**config.mk**
```make
export PLATFORM = sky130hd
export DESIGN_NAME = pingpong_top
export DESIGN_NICKNAME = d
export VERILOG_FILES = /design/src/source/pingpong_pkg.sv /design/src/source/swap_ctrl.sv /design/src/source/write_side.sv /design/src/source/read_side.sv /design/src/source/pingpong_mem.sv /design/src/source/pingpong_top.sv
export SDC_FILE = /design/constraint.sdc
export NUM_CORES = 1
export LEC_CHECK = 0
export BUFFER_PORTS_ARGS = -buffer_cell sky130_fd_sc_hd__buf_4
export CORE_MARGIN = 10
export CORE_UTILIZATION = 45
export CTS_CLUSTER_DIAMETER = 80
export DETAILED_ROUTE_END_ITERATION = 6
export SYNTH_ARGS = -nofsm -noshare
export SYNTH_HDL_FRONTEND = slang
export SYNTH_SLANG_ARGS = --single-unit
```
**constraint.sdc**
```tcl
create_clock -name clk_i -period 5.9 [get_ports clk_i]
set_input_delay 0.885 -clock clk_i [delete_from_list [all_inputs] [get_ports clk_i]]
set_output_delay 0.885 -clock clk_i [all_outputs]
set_load 0.1 [all_outputs]
```
**src/source/pingpong_pkg.sv**
```systemverilog
package pingpong_pkg;

    // ====================
    // Widths
    // ====================
    localparam int unsigned SAMPLE_W   = 16;  // One data sample
    localparam int unsigned MAX_ADDR_W = 8;   // Caps DEPTH at 256

    typedef logic [SAMPLE_W-1:0]   sample_t;
    typedef logic [MAX_ADDR_W-1:0] addr_t;   // Position inside a bank
    typedef logic [MAX_ADDR_W:0]   count_t;  // Extra bit so DEPTH itself fits

    // ====================
    // Bundles
    // ====================
    // Write request towards the banks, 25 bits
    typedef struct packed {
        logic    en;    // Accepted write this cycle
        addr_t   addr;  // Slot in the write bank
        sample_t data;
    } wr_req_t;

    // Status towards the outside, 18 bits
    typedef struct packed {
        count_t write_count;  // Fill level of the write bank
        count_t read_count;   // Samples read from the read bank
    } buf_status_t;

    // Swap controller states
    typedef enum logic {
        FILLING,  // Write bank still taking samples
        SWAP      // One cycle, banks change roles
    } swap_state_t;

endpackage

```
**src/source/swap_ctrl.sv**
```systemverilog
module swap_ctrl #(
    parameter int unsigned DEPTH = 16
) (
    input  logic                 clk_i,
    input  logic                 rst_ni,
    input  pingpong_pkg::count_t write_count_i,  // Fill level from write side
    output logic                 swap_o,         // High for the SWAP cycle
    output logic                 write_bank_o,   // 0 after reset
    output logic                 buffer_ready_o  // Full bank can be read
);
    import pingpong_pkg::*;

    localparam count_t DEPTH_C = count_t'(DEPTH);

    swap_state_t state_q, state_d;
    logic        bank_q;
    logic        ready_q;

    // ====================
    // Next state
    // ====================
    always_comb begin
        state_d = state_q;
        case (state_q)
            FILLING: if (write_count_i == DEPTH_C) state_d = SWAP;  // Bank full
            SWAP:    state_d = FILLING;                           // Always one cycle
            default: state_d = FILLING;
        endcase
    end

    assign swap_o = (state_q == SWAP);

    // ====================
    // Registers
    // ====================
    always_ff @(posedge clk_i) begin
        if (!rst_ni) begin
            state_q <= FILLING;
            bank_q  <= 1'b0;  // Bank 0 fills first
            ready_q <= 1'b0;
        end else begin
            state_q <= state_d;
            if (swap_o) bank_q <= ~bank_q;  // Full bank turns into read bank
            ready_q <= swap_o;              // Pulse trails swap by one edge
        end
    end

    assign write_bank_o   = bank_q;
    assign buffer_ready_o = ready_q;

    // Swaps are at least two cycles apart, so the pulse stays single
    a_ready_single : assert property (
        @(posedge clk_i) disable iff (!rst_ni) buffer_ready_o |=> !buffer_ready_o
    );

endmodule

```
**src/source/write_side.sv**
```systemverilog
module write_side #(
    parameter int unsigned DEPTH = 16
) (
    input  logic                  clk_i,
    input  logic                  rst_ni,
    input  pingpong_pkg::sample_t write_data_i,
    input  logic                  write_valid_i,
    output logic                  write_ready_o,
    input  logic                  swap_i,        // Restart in the fresh bank
    output pingpong_pkg::wr_req_t wr_req_o,      // To the banks
    output pingpong_pkg::count_t  write_count_o  // Fill level
);
    import pingpong_pkg::*;

    localparam count_t DEPTH_C = count_t'(DEPTH);

    addr_t  addr_q;   // Next slot to write
    count_t count_q;  // Samples held in the write bank
    logic   accept;

    assign write_ready_o = (count_q < DEPTH_C);  // Stalls once bank is full
    assign accept        = write_valid_i && write_ready_o;

    always_ff @(posedge clk_i) begin
        if (!rst_ni) begin
            addr_q  <= '0;
            count_q <= '0;
        end else if (swap_i) begin
            addr_q  <= '0;  // Fresh bank
            count_q <= '0;
        end else if (accept) begin
            addr_q  <= addr_q + addr_t'(1);
            count_q <= count_q + count_t'(1);
        end
    end

    // Memory takes the sample on the accepting edge
    assign wr_req_o.en   = accept;
    assign wr_req_o.addr = addr_q;
    assign wr_req_o.data = write_data_i;

    assign write_count_o = count_q;

    // Full bank holds off the memory until the swap
    a_count_max : assert property (@(posedge clk_i) disable iff (!rst_ni) count_q <= DEPTH_C);
    a_no_overflow : assert property (
        @(posedge clk_i) disable iff (!rst_ni)
        (count_q == DEPTH_C && write_valid_i) |-> !wr_req_o.en
    );

endmodule

```
**src/source/read_side.sv**
```systemverilog
module read_side #(
    parameter int unsigned DEPTH = 16
) (
    input  logic                 clk_i,
    input  logic                 rst_ni,
    input  logic                 read_ready_i,
    output logic                 read_valid_o,
    input  logic                 swap_i,        // New full bank available
    output pingpong_pkg::addr_t  read_addr_o,   // Into the read bank
    output pingpong_pkg::count_t read_count_o   // Read position
);
    import pingpong_pkg::*;

    localparam count_t LAST_C  = count_t'(DEPTH - 1);

    logic   active_q;  // Bank has unread samples
    addr_t  addr_q;
    count_t count_q;
    logic   accept;
    logic   last;

    assign accept = active_q && read_ready_i;
    assign last   = (count_q == LAST_C);  // DEPTH-th read

    // ====================
    // Read position
    // ====================
    always_ff @(posedge clk_i) begin
        if (!rst_ni) begin
            active_q <= 1'b0;
            addr_q   <= '0;
            count_q  <= '0;
        end else if (swap_i) begin
            // Unread rest of the old bank is dropped here
            active_q <= 1'b1;
            addr_q   <= '0;
            count_q  <= '0;
        end else if (accept) begin
            count_q <= count_q + count_t'(1);
            if (last) begin
                active_q <= 1'b0;  // Drained bank stays idle until next swap
            end else begin
                addr_q <= addr_q + addr_t'(1);  // Address stays in range at end
            end
        end
    end

    assign read_valid_o = active_q;
    assign read_addr_o  = addr_q;
    assign read_count_o = count_q;

    // Valid only opens on a swap edge
    a_valid_on_swap : assert property (
        @(posedge clk_i) disable iff (!rst_ni) $rose(read_valid_o) |-> $past(swap_i)
    );

endmodule

```
**src/source/pingpong_mem.sv**
```systemverilog
module pingpong_mem #(
    parameter int unsigned DEPTH = 16
) (
    input  logic                  clk_i,
    input  logic                  write_bank_i,  // Read bank is the other one
    input  pingpong_pkg::wr_req_t wr_req_i,
    input  pingpong_pkg::addr_t   read_addr_i,
    input  logic                  read_valid_i,
    output pingpong_pkg::sample_t read_data_o    // Zero while not valid
);
    import pingpong_pkg::*;

    // Index bits actually needed for DEPTH slots
    localparam int unsigned AW = (DEPTH > 1) ? $clog2(DEPTH) : 1;

    sample_t          bank0 [DEPTH];
    sample_t          bank1 [DEPTH];
    logic    [AW-1:0] wr_idx;
    logic    [AW-1:0] rd_idx;
    sample_t          rd_sample;

    assign wr_idx = wr_req_i.addr[AW-1:0];
    assign rd_idx = read_addr_i[AW-1:0];

    // ====================
    // Write, synchronous
    // ====================
    always_ff @(posedge clk_i) begin
        if (wr_req_i.en) begin
            if (write_bank_i) begin
                bank1[wr_idx] <= wr_req_i.data;
            end else begin
                bank0[wr_idx] <= wr_req_i.data;
            end
        end
    end

    // ====================
    // Read, combinational
    // ====================
    always_comb begin
        if (write_bank_i) rd_sample = bank0[rd_idx];  // Writing 1, read 0
        else              rd_sample = bank1[rd_idx];
    end

    // Masked so stale bank contents never leak out
    assign read_data_o = read_valid_i ? rd_sample : '0;

endmodule

```
**src/source/pingpong_top.sv**
```systemverilog
module pingpong_top #(
    parameter int unsigned DEPTH = 16  // Samples per bank
) (
    input  logic                      clk_i,
    input  logic                      rst_ni,
    // Write port
    input  pingpong_pkg::sample_t     write_data_i,
    input  logic                      write_valid_i,
    output logic                      write_ready_o,
    // Read port
    output pingpong_pkg::sample_t     read_data_o,
    output logic                      read_valid_o,
    input  logic                      read_ready_i,
    // Swap pulse and status
    output logic                      buffer_ready_o,
    output pingpong_pkg::buf_status_t status_o
);
    import pingpong_pkg::*;

    count_t  write_count;  // Fill level, watched by the controller
    count_t  read_count;
    logic    swap;         // One-cycle strobe to both sides
    logic    write_bank;   // Bank taking writes, other one is read
    wr_req_t wr_req;
    addr_t   read_addr;

    // ====================
    // Control
    // ====================
    swap_ctrl #(.DEPTH(DEPTH)) u_swap_ctrl (
        .clk_i          (clk_i),
        .rst_ni         (rst_ni),
        .write_count_i  (write_count),
        .swap_o         (swap),
        .write_bank_o   (write_bank),
        .buffer_ready_o (buffer_ready_o)
    );

    // ====================
    // Ports
    // ====================
    write_side #(.DEPTH(DEPTH)) u_write_side (
        .clk_i         (clk_i),
        .rst_ni        (rst_ni),
        .write_data_i  (write_data_i),
        .write_valid_i (write_valid_i),
        .write_ready_o (write_ready_o),
        .swap_i        (swap),
        .wr_req_o      (wr_req),
        .write_count_o (write_count)
    );

    read_side #(.DEPTH(DEPTH)) u_read_side (
        .clk_i        (clk_i),
        .rst_ni       (rst_ni),
        .read_ready_i (read_ready_i),
        .read_valid_o (read_valid_o),
        .swap_i       (swap),
        .read_addr_o  (read_addr),
        .read_count_o (read_count)
    );

    // Storage, read bank derived inside
    pingpong_mem #(.DEPTH(DEPTH)) u_mem (
        .clk_i        (clk_i),
        .write_bank_i (write_bank),
        .wr_req_i     (wr_req),
        .read_addr_i  (read_addr),
        .read_valid_i (read_valid_o),
        .read_data_o  (read_data_o)
    );

    assign status_o.write_count = write_count;
    assign status_o.read_count  = read_count;

endmodule

```
# --- After elaboration in Yosys (flattened, before gate mapping) ---
# Memories as Yosys holds them, arrays and structs flattened. A register that Yosys moved wholly into a read port is not among the register bits.
# Index checks and enable logic that the tools add are counted.
# W data, S select, Z words.
word_totals:
  mem_bits_rw: 512
  word_cells: 45
  inputBits: 20
  n_memories: 2
  regBits: 38
  output_inout_bits: 37
mem_list:
  columns: ["memory", "words", "word_bits", "read_ports", "rd_ports_with_merged_regs", "write_ports", "line", "rtl"]
  rows:
  - ["u_mem.bank0", 16, 16, 1, 1, 1, "pingpong_mem.sv:16", "sample_t bank0 [DEPTH];"]
  - ["u_mem.bank1", 16, 16, 1, 1, 1, "pingpong_mem.sv:17", "sample_t bank1 [DEPTH];"]
classes:
  muxes: 17
  n_eq_ne: 2
  add_sub_neg: 4
  reduce_logical: 7
  n_lt_le_gt_ge: 1
  bitwise: 4
op_table:
  columns: ["op", "count"]
  rows:
  - ["$mux W16", 2]
  - ["$add A9 B1 Y9 const B", 2]
  - ["$add A8 B1 Y8 const B", 2]
  - ["$mux W4", 4]
  - ["$mux W1", 10]
  - ["$eq A9 B4 Y1 const B", 1]
  - ["$eq A9 B5 Y1 const B", 1]
  - ["$lt A9 B5 Y1 const B", 1]
  - ["$not A1 Y1", 4]
  - ["$reduce_and A2 Y1", 2]
  - ["$reduce_bool A2 Y1", 2]
  - ["$logic_and A1 B1 Y1", 2]
  - ["$pmux W1 S2", 1]
  - ["$reduce_or A2 Y1", 1]

# --- Logic depth before layout (Yosys ltp) ---
# Gate-level depths: netlist (run 1).
depth:
  word_depth: 5
  ltp_mapped: 7
  mapped_depth_nobuf: 5

# --- Hierarchy ---
# From an unflattened synthesis (run 1), not the netlist that was laid out.
unflattened:
  cells_unflattened: 1083
  hier_area_um2: 21780.9
by_module_without_submodules:
  columns: ["mod", "seq_area_each_um2", "instances", "cells_each", "area_per_inst_um2"]
  rows:
  - ["pingpong_mem", 15374.7, 1, 881, 19892.8]
  - ["write_side", 340.3, 1, 104, 895.9]
  - ["read_side", 360.3, 1, 88, 882.1]
  - ["swap_ctrl", 60.1, 1, 10, 110.1]

# --- Least setup slack after synthesis (run 1) ---
# Ideal clock, no wire load.
synth_path:
  path_type: "register to output"
  from: "register u_read_side.active_q (netlist: u_read_side.read_valid_o)"
  to: "output read_data_o[10]"
  required_ps: 5015
  stages_incl_launch_ff: 5
  t_arrival_ps: 3272
  n_path_buf: 2
  slack_ps: 1743
  cell_sequence: "dfxtp_1 clkbuf_1 clkbuf_1 o221ai_1 a31oi_1"
synth_via:
  elab_chain_len: 1
synth_lines:
  columns: ["element", "line", "rtl"]
  rows:
  - ["start, declared", "read_side.sv:16", "logic active_q;"]
  - ["start signal, assigned", "read_side.sv:30", "active_q <= 1'b0;"]
  - ["start signal, assigned", "read_side.sv:35", "active_q <= 1'b1;"]
  - ["start signal, assigned", "read_side.sv:41", "active_q <= 1'b0;"]
  - ["$mux W16", "pingpong_mem.sv:47", "assign read_data_o = read_valid_i ? rd_sample : '0;"]
  - ["end, declared", "pingpong_top.sv:11", "output pingpong_pkg::sample_t read_data_o,"]
# No other way between the ends.

==> results of run 1 <==
path summary, 6_finish.rpt:
| path | end | slack (ns) | from |
|---|---|---|---|
| hold reg to reg | u_swap_ctrl.swap_o | 0.51 | u_write_side.write_count_o[3] |
| setup / recovery | read_data_o[2] | 1.59 | flop |
| hold / removal | u_swap_ctrl.swap_o | 0.51 | u_write_side.write_count_o[3] |
| setup reg to reg | u_mem.bank1[7][6] | 3.00 | u_write_side.write_count_o[8] |
critical path, stage by stage (launching register included):
cell and delay [ns]:
sky130_fd_sc_hd__dfxtp_2 0.32, sky130_fd_sc_hd__buf_4 0.32, sky130_fd_sc_hd__nor2b_1 0.98, sky130_fd_sc_hd__a22oi_1 0.41, sky130_fd_sc_hd__a31oi_1 0.38, sky130_fd_sc_hd__buf_4 0.35
layout by cell type (no fill, tap or decap), drive strengths merged, types with 3 or more instances in the layout:
| cell | instances |
|---|---|
| clkinv | 21 |
| nor3 | 10 |
| a221oi | 12 |
| o221ai | 16 |
| a22oi | 16 |
| dfxtp | 34 |
| a21oi | 7 |
| ha | 8 |
| o2111ai | 4 |
| nand3 | 11 |
| nand4 | 3 |
| inv | 5 |
| a31oi | 16 |
| mux2 | 32 |
| nor2b | 5 |
| bufinv | 7 |
| xnor2 | 8 |
| and2 | 25 |
| mux2i | 33 |
| nor2 | 36 |
| o21ai | 14 |
| buf | 80 |
| mux4 | 112 |
| nand2 | 21 |
| nand2b | 4 |
| clkbuf | 70 |
| edfxtp | 512 |
| xor2 | 8 |
sequential cells by signal, indices dropped and copies added, names as in the netlist, named ones only:
name                        cells
u_write_side.write_count_o      9
u_swap_ctrl.swap_o              1
u_read_side.read_valid_o        1
u_read_side.read_addr_o         4
u_swap_ctrl.buffer_ready_o      1
u_mem.bank1                   256
u_swap_ctrl.write_bank_o        1
u_mem.bank0                   256
u_write_side.addr_q             4
u_read_side.read_count_o        9
cell type report:
cell class / count / area (um2) / share of cell area, %
Clock buffer: 70 / 1460 / 6.06
Antenna cell: 1 / 2.50 / 0.0104
Timing Repair Buffer: 80 / 626 / 2.59
Clock inverter: 29 / 323 / 1.34
Multi-Input combinational cell: 415 / 4860 / 20.2
Inverter: 6 / 22.5 / 0.0934
Sequential cell: 546 / 16100 / 66.6
Tap cell: 607 / 759 / 3.15
where the power goes:
part / total (mW) / internal, mW / switching (mW)
Combinational: 0.148 / 0.0314 / 0.116
Sequential: 4.26 / 4.26 / 0.00892
Clock: 3.46 / 2.04 / 1.42
Total: 7.87 / 6.33 / 1.54
synth_stat cells, drive strengths merged:
cell / number / area, um2
o21ai: 14 / 70.1
o221ai: 16 / 146
nor4: 2 / 27.5
nand2b: 4 / 25.0
clkbuf: 19 / 71.3
xor2: 8 / 70.1
a21oi: 7 / 35.0
nand2: 21 / 78.8
buf: 37 / 278
a22oi: 16 / 120
and4: 1 / 8.76
a31oi: 16 / 100
mux2: 32 / 360
a41oi: 1 / 8.76
nand3: 11 / 55.1
nor2b: 5 / 31.3
o2111ai: 4 / 35.0
or2: 1 / 6.26
and3: 2 / 12.5
a211oi: 2 / 15.0
xnor2: 8 / 70.1
nor3: 10 / 50.1
dfxtp: 34 / 681
a221oi: 12 / 105
and2b: 1 / 7.51
or3: 2 / 12.5
nor2: 36 / 135
mux2i: 33 / 330
nor4bb: 1 / 10.0
and2: 25 / 156
edfxtp: 512 / 15400
nor4b: 1 / 8.76
ha: 8 / 100
inv: 6 / 22.5
mux4: 112 / 2620
nand4: 3 / 18.8
logic make-up (layout without fill, tap and decap cells):
group / after synthesis / in the layout / synth area share [%]
XOR/XNOR: 16 / 16 / 0.659
adder cells (fa/ha/maj): 8 / 8 / 0.471
flip-flops: 546 / 546 / 75.5
multiplexers: 177 / 177 / 15.6
AND/OR/NAND/NOR: 126 / 126 / 3.03
other: 0 / 1 / 0
buffers and inverters: 62 / 185 / 1.75
AO/OA/AOI/OAI: 88 / 88 / 2.99
routing by layer:
layer / up-vias / routed length, um
li1: 4416 / -
met1: 5429 / 22400
met2: 320 / 22000
met3: 58 / 2400
met4: 0 / 1240
met5: - / 0
stage by stage:
step / hold slack, ns / power, mW / cell area (um2)
after floorplan: 0.477 / 4.40 / 21300
after global placement: 0.500 / 4.49 / 22300
after detailed placement: 0.502 / 4.50 / 22300
after CTS: 0.499 / 7.94 / 24100
after global routing: 0.523 / 8.11 / 24100
final: 0.506 / 7.87 / 24100
==> metrics.txt, run 1 <==
# TYPE chip_impl_metric gauge
chip_impl_metric{name="via_count",unit=""} 10200
chip_impl_metric{name="numCtsBuffers",unit=""} 54
chip_impl_metric{name="gpl.final_weighted_congestion",unit=""} 0.841
chip_impl_metric{name="fp.dieArea",unit="um2"} 56300
chip_impl_metric{name="cell_leakage_power",unit="nW"} 7.48
chip_impl_metric{name="final.fill_count",unit=""} 3671
chip_impl_metric{name="core_region_area",unit="um2"} 46700
chip_impl_metric{name="cell_count_after_placement",unit=""} 1654
chip_impl_metric{name="cts_hold_buffers",unit=""} 0
chip_impl_metric{name="power_density",unit="nW/um2"} 326
chip_impl_metric{name="skew",unit="ns"} 0.0147
chip_impl_metric{name="synth.yosys.seq_area_share",unit="%"} 75.5
chip_impl_metric{name="finalHoldViolCount",unit=""} 0
chip_impl_metric{name="avgRoutedWirePerCell",unit="um"} 27.4
chip_impl_metric{name="min_delay_path_depth",unit=""} 1
chip_impl_metric{name="slew_headroom",unit="%"} 23.1
chip_impl_metric{name="reg2reg_depth",unit=""} 4
chip_impl_metric{name="syn_inst",unit=""} 1023
chip_impl_metric{name="dp.final_hpwl",unit="um"} 27800
chip_impl_metric{name="synth_area_per_cell",unit="um2"} 20.8
chip_impl_metric{name="global_route_wire_length_before_repair",unit="um"} 70900
chip_impl_metric{name="post_drt_via_cell_ratio",unit=""} 5.83
chip_impl_metric{name="max_cap_viol_count",unit=""} 0
chip_impl_metric{name="synth.cell_area",unit="um2"} 21300
chip_impl_metric{name="post_route_cells_drive_above_1_share",unit="%"} 25.0
chip_impl_metric{name="finalSetupViolations",unit=""} 0
chip_impl_metric{name="syn_warnings",unit=""} 0
chip_impl_metric{name="globalRouteTotalUtil",unit="%"} 17.1
chip_impl_metric{name="wirelength",unit="um"} 48000
chip_impl_metric{name="final_min_period_over_clock_period",unit="%"} 73.1
chip_impl_metric{name="yosys.cell_types.count",unit=""} 43
chip_impl_metric{name="cts.sink_count",unit=""} 546
chip_impl_metric{name="placementRows",unit=""} 79
chip_impl_metric{name="ir_drop",unit="mV"} 0.259
chip_impl_info{name="status",value="finished, final reports clean"} 1
chip_impl_metric{name="final_net_count",unit=""} 1131
chip_impl_metric{name="grt_use_met1",unit="%"} 25.1
chip_impl_metric{name="path_clk_slew",unit="ns"} 0.06
chip_impl_metric{name="gr-total-overflow",unit=""} 0
chip_impl_metric{name="required_time_of_the_critical_path",unit="ns"} 5.02
chip_impl_metric{name="largest_net_degree_at_the_start_of_global_routing",unit=""} 57
chip_impl_metric{name="final-instance-count-excl-fill",unit=""} 1754
chip_impl_metric{name="floorplan.die.height",unit="um"} 237
chip_impl_metric{name="route.detailed.drc",unit=""} 0
chip_impl_info{name="busiest_layer",value="met2"} 1
chip_impl_metric{name="grt_antenna_before_repair",unit=""} 0
chip_impl_info{name="unrepaired_setup_endpoints_after_global_routing",value="false"} 1
chip_impl_metric{name="firstDrtPassIters",unit=""} 7
chip_impl_metric{name="initial_utilization",unit="%"} 45.6
chip_impl_metric{name="cp_data_arrival_time",unit="ns"} 3.43
chip_impl_metric{name="grt_pass1_vias",unit=""} 10100
chip_impl_info{name="min_path_type",value="reg2reg"} 1
chip_impl_metric{name="area_growth_syn_to_layout",unit="%"} 13.4
chip_impl_metric{name="fin_ws",unit="ns"} 1.59
chip_impl_metric{name="layout.core_utilization",unit="%"} 51.7
chip_impl_info{name="clk_root_buffer_cell",value="sky130_fd_sc_hd__clkbuf_16"} 1
chip_impl_metric{name="postSynthRegisterBits",unit=""} 546
chip_impl_metric{name="clock_insertion_delay_worst_skew",unit="ns"} 0.59
chip_impl_info{name="worst_setup_path_end_kind",value="primary output"} 1
chip_impl_metric{name="num_io_pins",unit=""} 57
chip_impl_metric{name="detail_route.iter0.violations",unit=""} 1113
chip_impl_metric{name="max_freq",unit="MHz"} 232
chip_impl_metric{name="cts_resized",unit=""} 0
chip_impl_metric{name="cts.htree.levels",unit=""} 2
chip_impl_metric{name="setup-tns-final",unit="ns"} 0
chip_impl_metric{name="finalMaxSlewViolations",unit=""} 0
chip_impl_info{name="startpoint_type",value="flop"} 1
chip_impl_metric{name="port_buffers",unit=""} 56
chip_impl_metric{name="synthesis.nets",unit=""} 1051
chip_impl_info{name="cts_tree",value="done"} 1
chip_impl_metric{name="dpl_worst_slack",unit="ns"} 2.22
chip_impl_metric{name="use_met3",unit="%"} 2.65
chip_impl_metric{name="floorplan.die.width",unit="um"} 237
chip_impl_metric{name="clock_tree.buffer_depth",unit=""} 3
chip_impl_metric{name="ant_nets",unit=""} 0
chip_impl_metric{name="period_needed",unit="ns"} 4.31
chip_impl_metric{name="setup_fix_buffers_added_after_clock_tree_synthesis",unit=""} 0
chip_impl_metric{name="worst-path-max-fanout",unit=""} 37
chip_impl_info{name="worst-setup-path-type",value="reg2out"} 1
chip_impl_metric{name="met2_usage",unit="%"} 25.5
chip_impl_metric{name="max_slew.worst_pin.slew",unit="ns"} 1.15
Power figures use the tool's default switching activity.
==> run 2: changes to the inputs <==
==> constraint.sdc (replaced) <==
create_clock -name clk_i -period 3.6 [get_ports clk_i]
set_input_delay 0.54 -clock clk_i [delete_from_list [all_inputs] [get_ports clk_i]]
set_output_delay 0.54 -clock clk_i [all_outputs]
set_load 0.1 [all_outputs]
==> metrics.txt, run 2 (synthesis gave the netlist of run 1 again) <==
# TYPE chip_impl_metric gauge
chip_impl_metric{name="detail_route.iter0.violations",unit=""} 1089
chip_impl_info{name="cp-endpoint",value="read_data_o[3]"} 1
chip_impl_metric{name="period_needed",unit="ns"} 3.52
chip_impl_metric{name="max_cap_viol_count",unit=""} 0
chip_impl_metric{name="ant_nets",unit=""} 0
chip_impl_info{name="largest_registers",value="u_mem.bank0 (256), u_mem.bank1 (256)"} 1
chip_impl_metric{name="grt_antenna_before_repair",unit=""} 0
chip_impl_metric{name="largest_net_degree_at_the_start_of_global_routing",unit=""} 40
chip_impl_metric{name="global_route_wire_length_before_repair",unit="um"} 72600
chip_impl_info{name="min_path_type",value="in2reg"} 1
chip_impl_metric{name="finalMaxSlewViolations",unit=""} 0
chip_impl_metric{name="wirelength",unit="um"} 49300
chip_impl_info{name="cts_tree",value="done"} 1
chip_impl_metric{name="floorplan.die.width",unit="um"} 237
chip_impl_info{name="layout.cells.most_common",value="sky130_fd_sc_hd__edfxtp_1"} 1
chip_impl_metric{name="route.detailed.drc",unit=""} 0
chip_impl_metric{name="cell_leakage_power",unit="nW"} 7.66
chip_impl_metric{name="placementRows",unit=""} 79
chip_impl_info{name="hp-start",value="rst_ni"} 1
chip_impl_metric{name="area_growth_syn_to_layout",unit="%"} 15.2
chip_impl_metric{name="ir_drop",unit="mV"} 0.394
chip_impl_metric{name="grt_pass1_vias",unit=""} 10600
chip_impl_metric{name="clock_tree.buffer_depth",unit=""} 3
chip_impl_metric{name="cts.htree.levels",unit=""} 2
chip_impl_metric{name="skew",unit="ns"} 0.0181
chip_impl_metric{name="gr-total-overflow",unit=""} 0
chip_impl_metric{name="port_buffers",unit=""} 56
chip_impl_metric{name="cell_count_after_placement",unit=""} 1690
chip_impl_metric{name="via_count",unit=""} 10500
chip_impl_metric{name="max_slew.worst_pin.slew",unit="ns"} 0.986
chip_impl_metric{name="max_freq",unit="MHz"} 284
chip_impl_metric{name="cp_data_arrival_time",unit="ns"} 2.98
chip_impl_metric{name="post_route_cells_drive_above_1_share",unit="%"} 28.0
chip_impl_metric{name="worst-path-max-fanout",unit=""} 17
chip_impl_metric{name="firstDrtPassIters",unit=""} 5
chip_impl_info{name="worst_setup_path_end_kind",value="primary output"} 1
chip_impl_metric{name="avgRoutedWirePerCell",unit="um"} 27.5
chip_impl_metric{name="gpl.final_weighted_congestion",unit=""} 0.796
chip_impl_metric{name="power_density",unit="nW/um2"} 511
chip_impl_metric{name="num_io_pins",unit=""} 57
chip_impl_info{name="status",value="finished, final reports clean"} 1
chip_impl_info{name="startpoint_type",value="flop"} 1
chip_impl_metric{name="floorplan.die.height",unit="um"} 237
chip_impl_info{name="worst-setup-path-type",value="reg2out"} 1
chip_impl_metric{name="setup-tns-final",unit="ns"} 0
chip_impl_metric{name="final.fill_count",unit=""} 3708
chip_impl_metric{name="final_min_period_over_clock_period",unit="%"} 97.7
chip_impl_metric{name="final-instance-count-excl-fill",unit=""} 1792
chip_impl_info{name="unrepaired_setup_endpoints_after_global_routing",value="false"} 1
chip_impl_metric{name="clock_insertion_delay_worst_skew",unit="ns"} 0.61
chip_impl_metric{name="core_region_area",unit="um2"} 46700
chip_impl_metric{name="cts_hold_buffers",unit=""} 0
chip_impl_metric{name="initial_utilization",unit="%"} 45.6
chip_impl_metric{name="fp.dieArea",unit="um2"} 56300
chip_impl_metric{name="required_time_of_the_critical_path",unit="ns"} 3.06
chip_impl_metric{name="slew_headroom",unit="%"} 34.3
chip_impl_metric{name="cts.sink_count",unit=""} 546
chip_impl_metric{name="finalHoldViolCount",unit=""} 0
chip_impl_metric{name="globalRouteTotalUtil",unit="%"} 17.5
chip_impl_info{name="rr_startpoint",value="u_write_side.write_count_o[8]"} 1
chip_impl_metric{name="finalSetupViolations",unit=""} 0
chip_impl_metric{name="reg2reg_slack",unit="ns"} 1.04
chip_impl_metric{name="dp.final_hpwl",unit="um"} 28800
chip_impl_info{name="clk_root_buffer_cell",value="sky130_fd_sc_hd__clkbuf_16"} 1
chip_impl_metric{name="final_net_count",unit=""} 1172
chip_impl_metric{name="numCtsBuffers",unit=""} 54
chip_impl_metric{name="path_clk_slew",unit="ns"} 0.06
chip_impl_metric{name="reg2reg_depth",unit=""} 5
chip_impl_info{name="layout_common_cells",value="sky130_fd_sc_hd__edfxtp_1, sky130_fd_sc_hd__buf_4, sky130_fd_sc_hd__mux4_2"} 1
chip_impl_info{name="reg2reg_to",value="u_mem.bank1[14][6]"} 1
chip_impl_metric{name="post_drt_via_cell_ratio",unit=""} 5.83
## run 2: cell count changes in the layout (fill, tap and decap cells not counted), sizes merged
cell      delta
clkbuf       +6
bufinv       -4
clkinv       -6
buf         +41
clkinvlp     -2
inv          +3
## run 2: final cells by class
cell class	count	area [um2]	share of cell area, %
Timing Repair Buffer	121	1050	4.29
Clock buffer	76	1460	5.94
Antenna cell	1	2.50	0.0102
Clock inverter	20	180	0.736
Tap cell	607	759	3.10
Sequential cell	546	16100	65.6
Inverter	6	22.5	0.0920
Multi-Input combinational cell	415	4950	20.2
## run 2: how the worst min path moves through the flow
stage / endpoint / slack, ns / cells past startpoint
after floorplan: u_write_side.addr_q[1] / 0.48 / 2
after global placement: u_read_side.read_count_o[1] / 0.49 / 2
after detailed placement: u_swap_ctrl.swap_o / 0.49 / 1
after CTS: u_swap_ctrl.write_bank_o / 0.17 / 2
after global routing: u_read_side.read_valid_o / 0.19 / 2
final: u_swap_ctrl.write_bank_o / 0.19 / 2
## run 2: power by group
group	switching [mW]	total [mW]	leakage (nW)	internal, mW
Clock	2.27	5.29	0.792	3.02
Sequential	0.0140	6.99	4.89	6.97
Combinational	0.189	0.244	1.98	0.0548
## run 2: critical path: stages (launching register included)
cell	delay, ns
sky130_fd_sc_hd__dfxtp_2	0.49
sky130_fd_sc_hd__buf_12	0.23
sky130_fd_sc_hd__mux4_2	0.52
sky130_fd_sc_hd__mux2_2	0.27
sky130_fd_sc_hd__o221ai_1	0.38
sky130_fd_sc_hd__a31oi_1	0.17
sky130_fd_sc_hd__buf_4	0.29
## run 2: routing by layer
metal / GRT usage (%) / routed length (um) / up-vias
li1: - / - / 4498
met1: 25.1 / 21900 / 5517
met2: 26.6 / 23000 / 373
met3: 3.95 / 3380 / 65
met4: 5.01 / 1100 / 0
met5: 0 / 0 / -
## run 2: repair_timing
action,CTS,global route
endpoints found under the setup margin,16,6
gates resized for setup,3,4
setup buffers,2,3
pin swaps,0,0
## run 2: through the flow
stage / total power [mW] / hold WS, ns / setup slack [ns] / cell area, um2 / utilization (%)
6_report: 12.5 / 0.194 / 0.0836 / 24500 / 52.5
5_1_grt: 12.9 / 0.187 / 0.00196 / 24500 / 52.5
4_1_cts: 12.6 / 0.167 / 0.0421 / 24400 / 52.4
3_5_place_dp: 7.37 / 0.490 / 0.532 / 22800 / 48.8
3_3_place_gp: 7.36 / 0.495 / 0.540 / 22800 / 48.8
2_1_floorplan: 7.21 / 0.477 / 0.0962 / 21300 / -
==> run 3: changes to the inputs <==
--- a/config.mk
+++ b/config.mk
@@ -10,6 +10,7 @@
 export CORE_UTILIZATION = 45
 export CTS_CLUSTER_DIAMETER = 80
 export DETAILED_ROUTE_END_ITERATION = 6
+export PLACE_DENSITY = 0.74
 export SYNTH_ARGS = -nofsm -noshare
 export SYNTH_HDL_FRONTEND = slang
 export SYNTH_SLANG_ARGS = --single-unit
==> metrics.txt, run 3 (synthesis gave the netlist of run 1 again) <==
# TYPE chip_impl_metric gauge
chip_impl_metric{name="floorplan.die.width",unit="um"} 237
chip_impl_metric{name="cell_leakage_power",unit="nW"} 7.68
chip_impl_metric{name="slew_headroom",unit="%"} 34.3
chip_impl_info{name="status",value="finished, final reports clean"} 1
chip_impl_metric{name="num_io_pins",unit=""} 57
chip_impl_metric{name="cts_hold_buffers",unit=""} 0
chip_impl_metric{name="placementRows",unit=""} 79
chip_impl_metric{name="finalHoldViolCount",unit=""} 0
chip_impl_metric{name="floorplan.die.height",unit="um"} 237
chip_impl_metric{name="power_density",unit="nW/um2"} 512
chip_impl_metric{name="finalMaxSlewViolations",unit=""} 0
chip_impl_metric{name="cts.sink_count",unit=""} 546
chip_impl_metric{name="internal_power",unit="mW"} 10.1
chip_impl_metric{name="layout.core_utilization",unit="%"} 52.5
chip_impl_metric{name="area_occupied_by_multi_input_gates",unit="um2"} 4950
chip_impl_metric{name="dp.final_hpwl",unit="um"} 28500
chip_impl_metric{name="fp.dieArea",unit="um2"} 56300
chip_impl_metric{name="ir_drop",unit="mV"} 0.434
chip_impl_info{name="startpoint_type",value="flop"} 1
chip_impl_metric{name="max_freq",unit="MHz"} 282
chip_impl_info{name="layout.cells.most_common",value="sky130_fd_sc_hd__edfxtp_1"} 1
chip_impl_metric{name="port_buffers",unit=""} 56
chip_impl_info{name="worst_setup_path_end_kind",value="primary output"} 1
chip_impl_info{name="rr_startpoint",value="u_write_side.write_count_o[8]"} 1
chip_impl_metric{name="ant_nets",unit=""} 0
chip_impl_metric{name="core_region_area",unit="um2"} 46700
chip_impl_metric{name="skew",unit="ns"} 0.0251
chip_impl_metric{name="finalSetupViolations",unit=""} 0
chip_impl_info{name="clk_root_buffer_cell",value="sky130_fd_sc_hd__clkbuf_16"} 1
chip_impl_info{name="layout_common_cells",value="sky130_fd_sc_hd__edfxtp_1, sky130_fd_sc_hd__buf_4, sky130_fd_sc_hd__mux4_2"} 1
chip_impl_metric{name="route.detailed.drc",unit=""} 0
chip_impl_info{name="cts_tree",value="done"} 1
chip_impl_metric{name="initial_utilization",unit="%"} 45.6
chip_impl_metric{name="required_time_of_the_critical_path",unit="ns"} 3.06
chip_impl_metric{name="reg2reg_depth",unit=""} 5
chip_impl_metric{name="reg_power_share",unit="%"} 55.7
chip_impl_metric{name="numCtsBuffers",unit=""} 52
chip_impl_metric{name="cp_data_arrival_time",unit="ns"} 3.00
chip_impl_metric{name="final_net_count",unit=""} 1169
chip_impl_metric{name="n_antenna_cell",unit=""} 0
chip_impl_metric{name="power.net_switching",unit="mW"} 2.48
chip_impl_metric{name="period_needed",unit="ns"} 3.54
chip_impl_metric{name="via_count",unit=""} 10500
chip_impl_metric{name="clock_power_share",unit="%"} 42.4
chip_impl_metric{name="max_slew.worst_pin.slew",unit="ns"} 0.986
chip_impl_metric{name="reg2reg_slack",unit="ns"} 0.95
chip_impl_metric{name="grt_antenna_before_repair",unit=""} 0
chip_impl_metric{name="firstDrtPassIters",unit=""} 5
chip_impl_metric{name="post_route_cells_drive_above_1_share",unit="%"} 28.7
chip_impl_metric{name="avgRoutedWirePerCell",unit="um"} 26.8
chip_impl_metric{name="globalRouteTotalUtil",unit="%"} 16.8
chip_impl_info{name="reg2reg_to",value="u_mem.bank0[0][13]"} 1
chip_impl_info{name="cp-endpoint",value="read_data_o[4]"} 1
chip_impl_metric{name="seq_area",unit="um2"} 16100
chip_impl_metric{name="total_power",unit="mW"} 12.5
chip_impl_metric{name="cts.htree.levels",unit=""} 2
chip_impl_metric{name="final.fill_count",unit=""} 3572
chip_impl_metric{name="max_cap_viol_count",unit=""} 0
chip_impl_metric{name="final_min_period_over_clock_period",unit="%"} 98.4
chip_impl_metric{name="detail_route.iter0.violations",unit=""} 1243
chip_impl_metric{name="wirelength",unit="um"} 47900
chip_impl_info{name="min_path_type",value="in2reg"} 1
chip_impl_info{name="largest_registers",value="u_mem.bank0 (256), u_mem.bank1 (256)"} 1
chip_impl_metric{name="path_clk_slew",unit="ns"} 0.06
chip_impl_metric{name="post_drt_via_cell_ratio",unit=""} 5.87
chip_impl_metric{name="combinationalPowerShare",unit="%"} 2.0
chip_impl_metric{name="worst-path-max-fanout",unit=""} 26
chip_impl_metric{name="gpl.final_weighted_congestion",unit=""} 0.848
chip_impl_metric{name="power.switching_fraction",unit="%"} 19.7
chip_impl_metric{name="clock_insertion_delay_worst_skew",unit="ns"} 0.57
chip_impl_info{name="worst-setup-path-type",value="reg2out"} 1
chip_impl_metric{name="area_growth_syn_to_layout",unit="%"} 15.2
chip_impl_metric{name="largest_net_degree_at_the_start_of_global_routing",unit=""} 34
chip_impl_metric{name="grt_pass1_vias",unit=""} 10700
chip_impl_metric{name="clock_tree.buffer_depth",unit=""} 3
chip_impl_metric{name="global_route_wire_length_before_repair",unit="um"} 70900
chip_impl_metric{name="gr-total-overflow",unit=""} 0
run 3: metrics by stage:
step                      setup TNS (ns)  instance area (um2)  hold WS (ns)  std cells  setup slack (ns)
after floorplan                        0                21300         0.477       1023            0.0962
after global placement                 0                22800         0.490       1691             0.510
after global routing             -0.0101                24500         0.185       1790           -0.0101
after detailed placement               0                22800         0.492       1691             0.476
after CTS                        -0.0143                24400         0.172       1788           -0.0143
final                                  0                24500         0.190       1790            0.0561
run 3: what timing repair did:
item,in CTS,in global routing
buffers inserted,1,2
setup endpoints to repair,15,8
resized for setup,1,9
gates cloned,0,0
run 3: per-layer routing:
| metal | GRT usage (%) | part of all wire, % |
|---|---|---|
| met1 | 23.5 | 41 |
| met2 | 26.3 | 48 |
| met3 | 3.01 | 8.0 |
| met4 | 5.48 | 2.6 |
| met5 | 0 | 0 |
run 3: final cells by class:
class | instances | area share [%]
repair buffers | 120 | 4.20
multi-input cells | 415 | 20.2
clock buffers | 69 | 5.88
flip-flops and latches | 546 | 65.6
inverters | 6 | 0.0919
clock inverters | 27 | 0.955
well taps | 607 | 3.10
run 3: power groups by stage:
| stage | sequential (mW) | combinational, mW | clock [mW] |
|---|---|---|---|
| 6_report | 6.99 | 0.245 | 5.31 |
| 5_1_grt | 6.98 | 0.265 | 5.65 |
| 4_1_cts | 6.99 | 0.247 | 5.39 |
| 3_5_place_dp | 7.12 | 0.248 | 0 |
| 3_3_place_gp | 7.12 | 0.237 | 0 |
| 2_1_floorplan | 7.14 | 0.0706 | 0 |
run 3: critical path, cell delays in order, from the launching register on:
cell,delay (ns)
sky130_fd_sc_hd__dfxtp_4,0.51
sky130_fd_sc_hd__buf_12,0.27
sky130_fd_sc_hd__mux4_2,0.52
sky130_fd_sc_hd__mux2_2,0.28
sky130_fd_sc_hd__o221ai_1,0.41
sky130_fd_sc_hd__a31oi_1,0.15
sky130_fd_sc_hd__buf_4,0.28
run 3: worst min path at each step:
stage / startpoint / to / slack [ns] / depth (start not counted)
after floorplan: u_write_side.addr_q[1] / u_write_side.addr_q[1] / 0.48 / 2
after global placement: u_write_side.addr_q[1] / u_write_side.addr_q[1] / 0.49 / 2
after detailed placement: u_read_side.read_count_o[1] / u_read_side.read_count_o[1] / 0.49 / 2
after CTS: rst_ni / u_swap_ctrl.write_bank_o / 0.17 / 2
after global routing: rst_ni / u_swap_ctrl.write_bank_o / 0.19 / 2
final: rst_ni / u_swap_ctrl.write_bank_o / 0.19 / 2
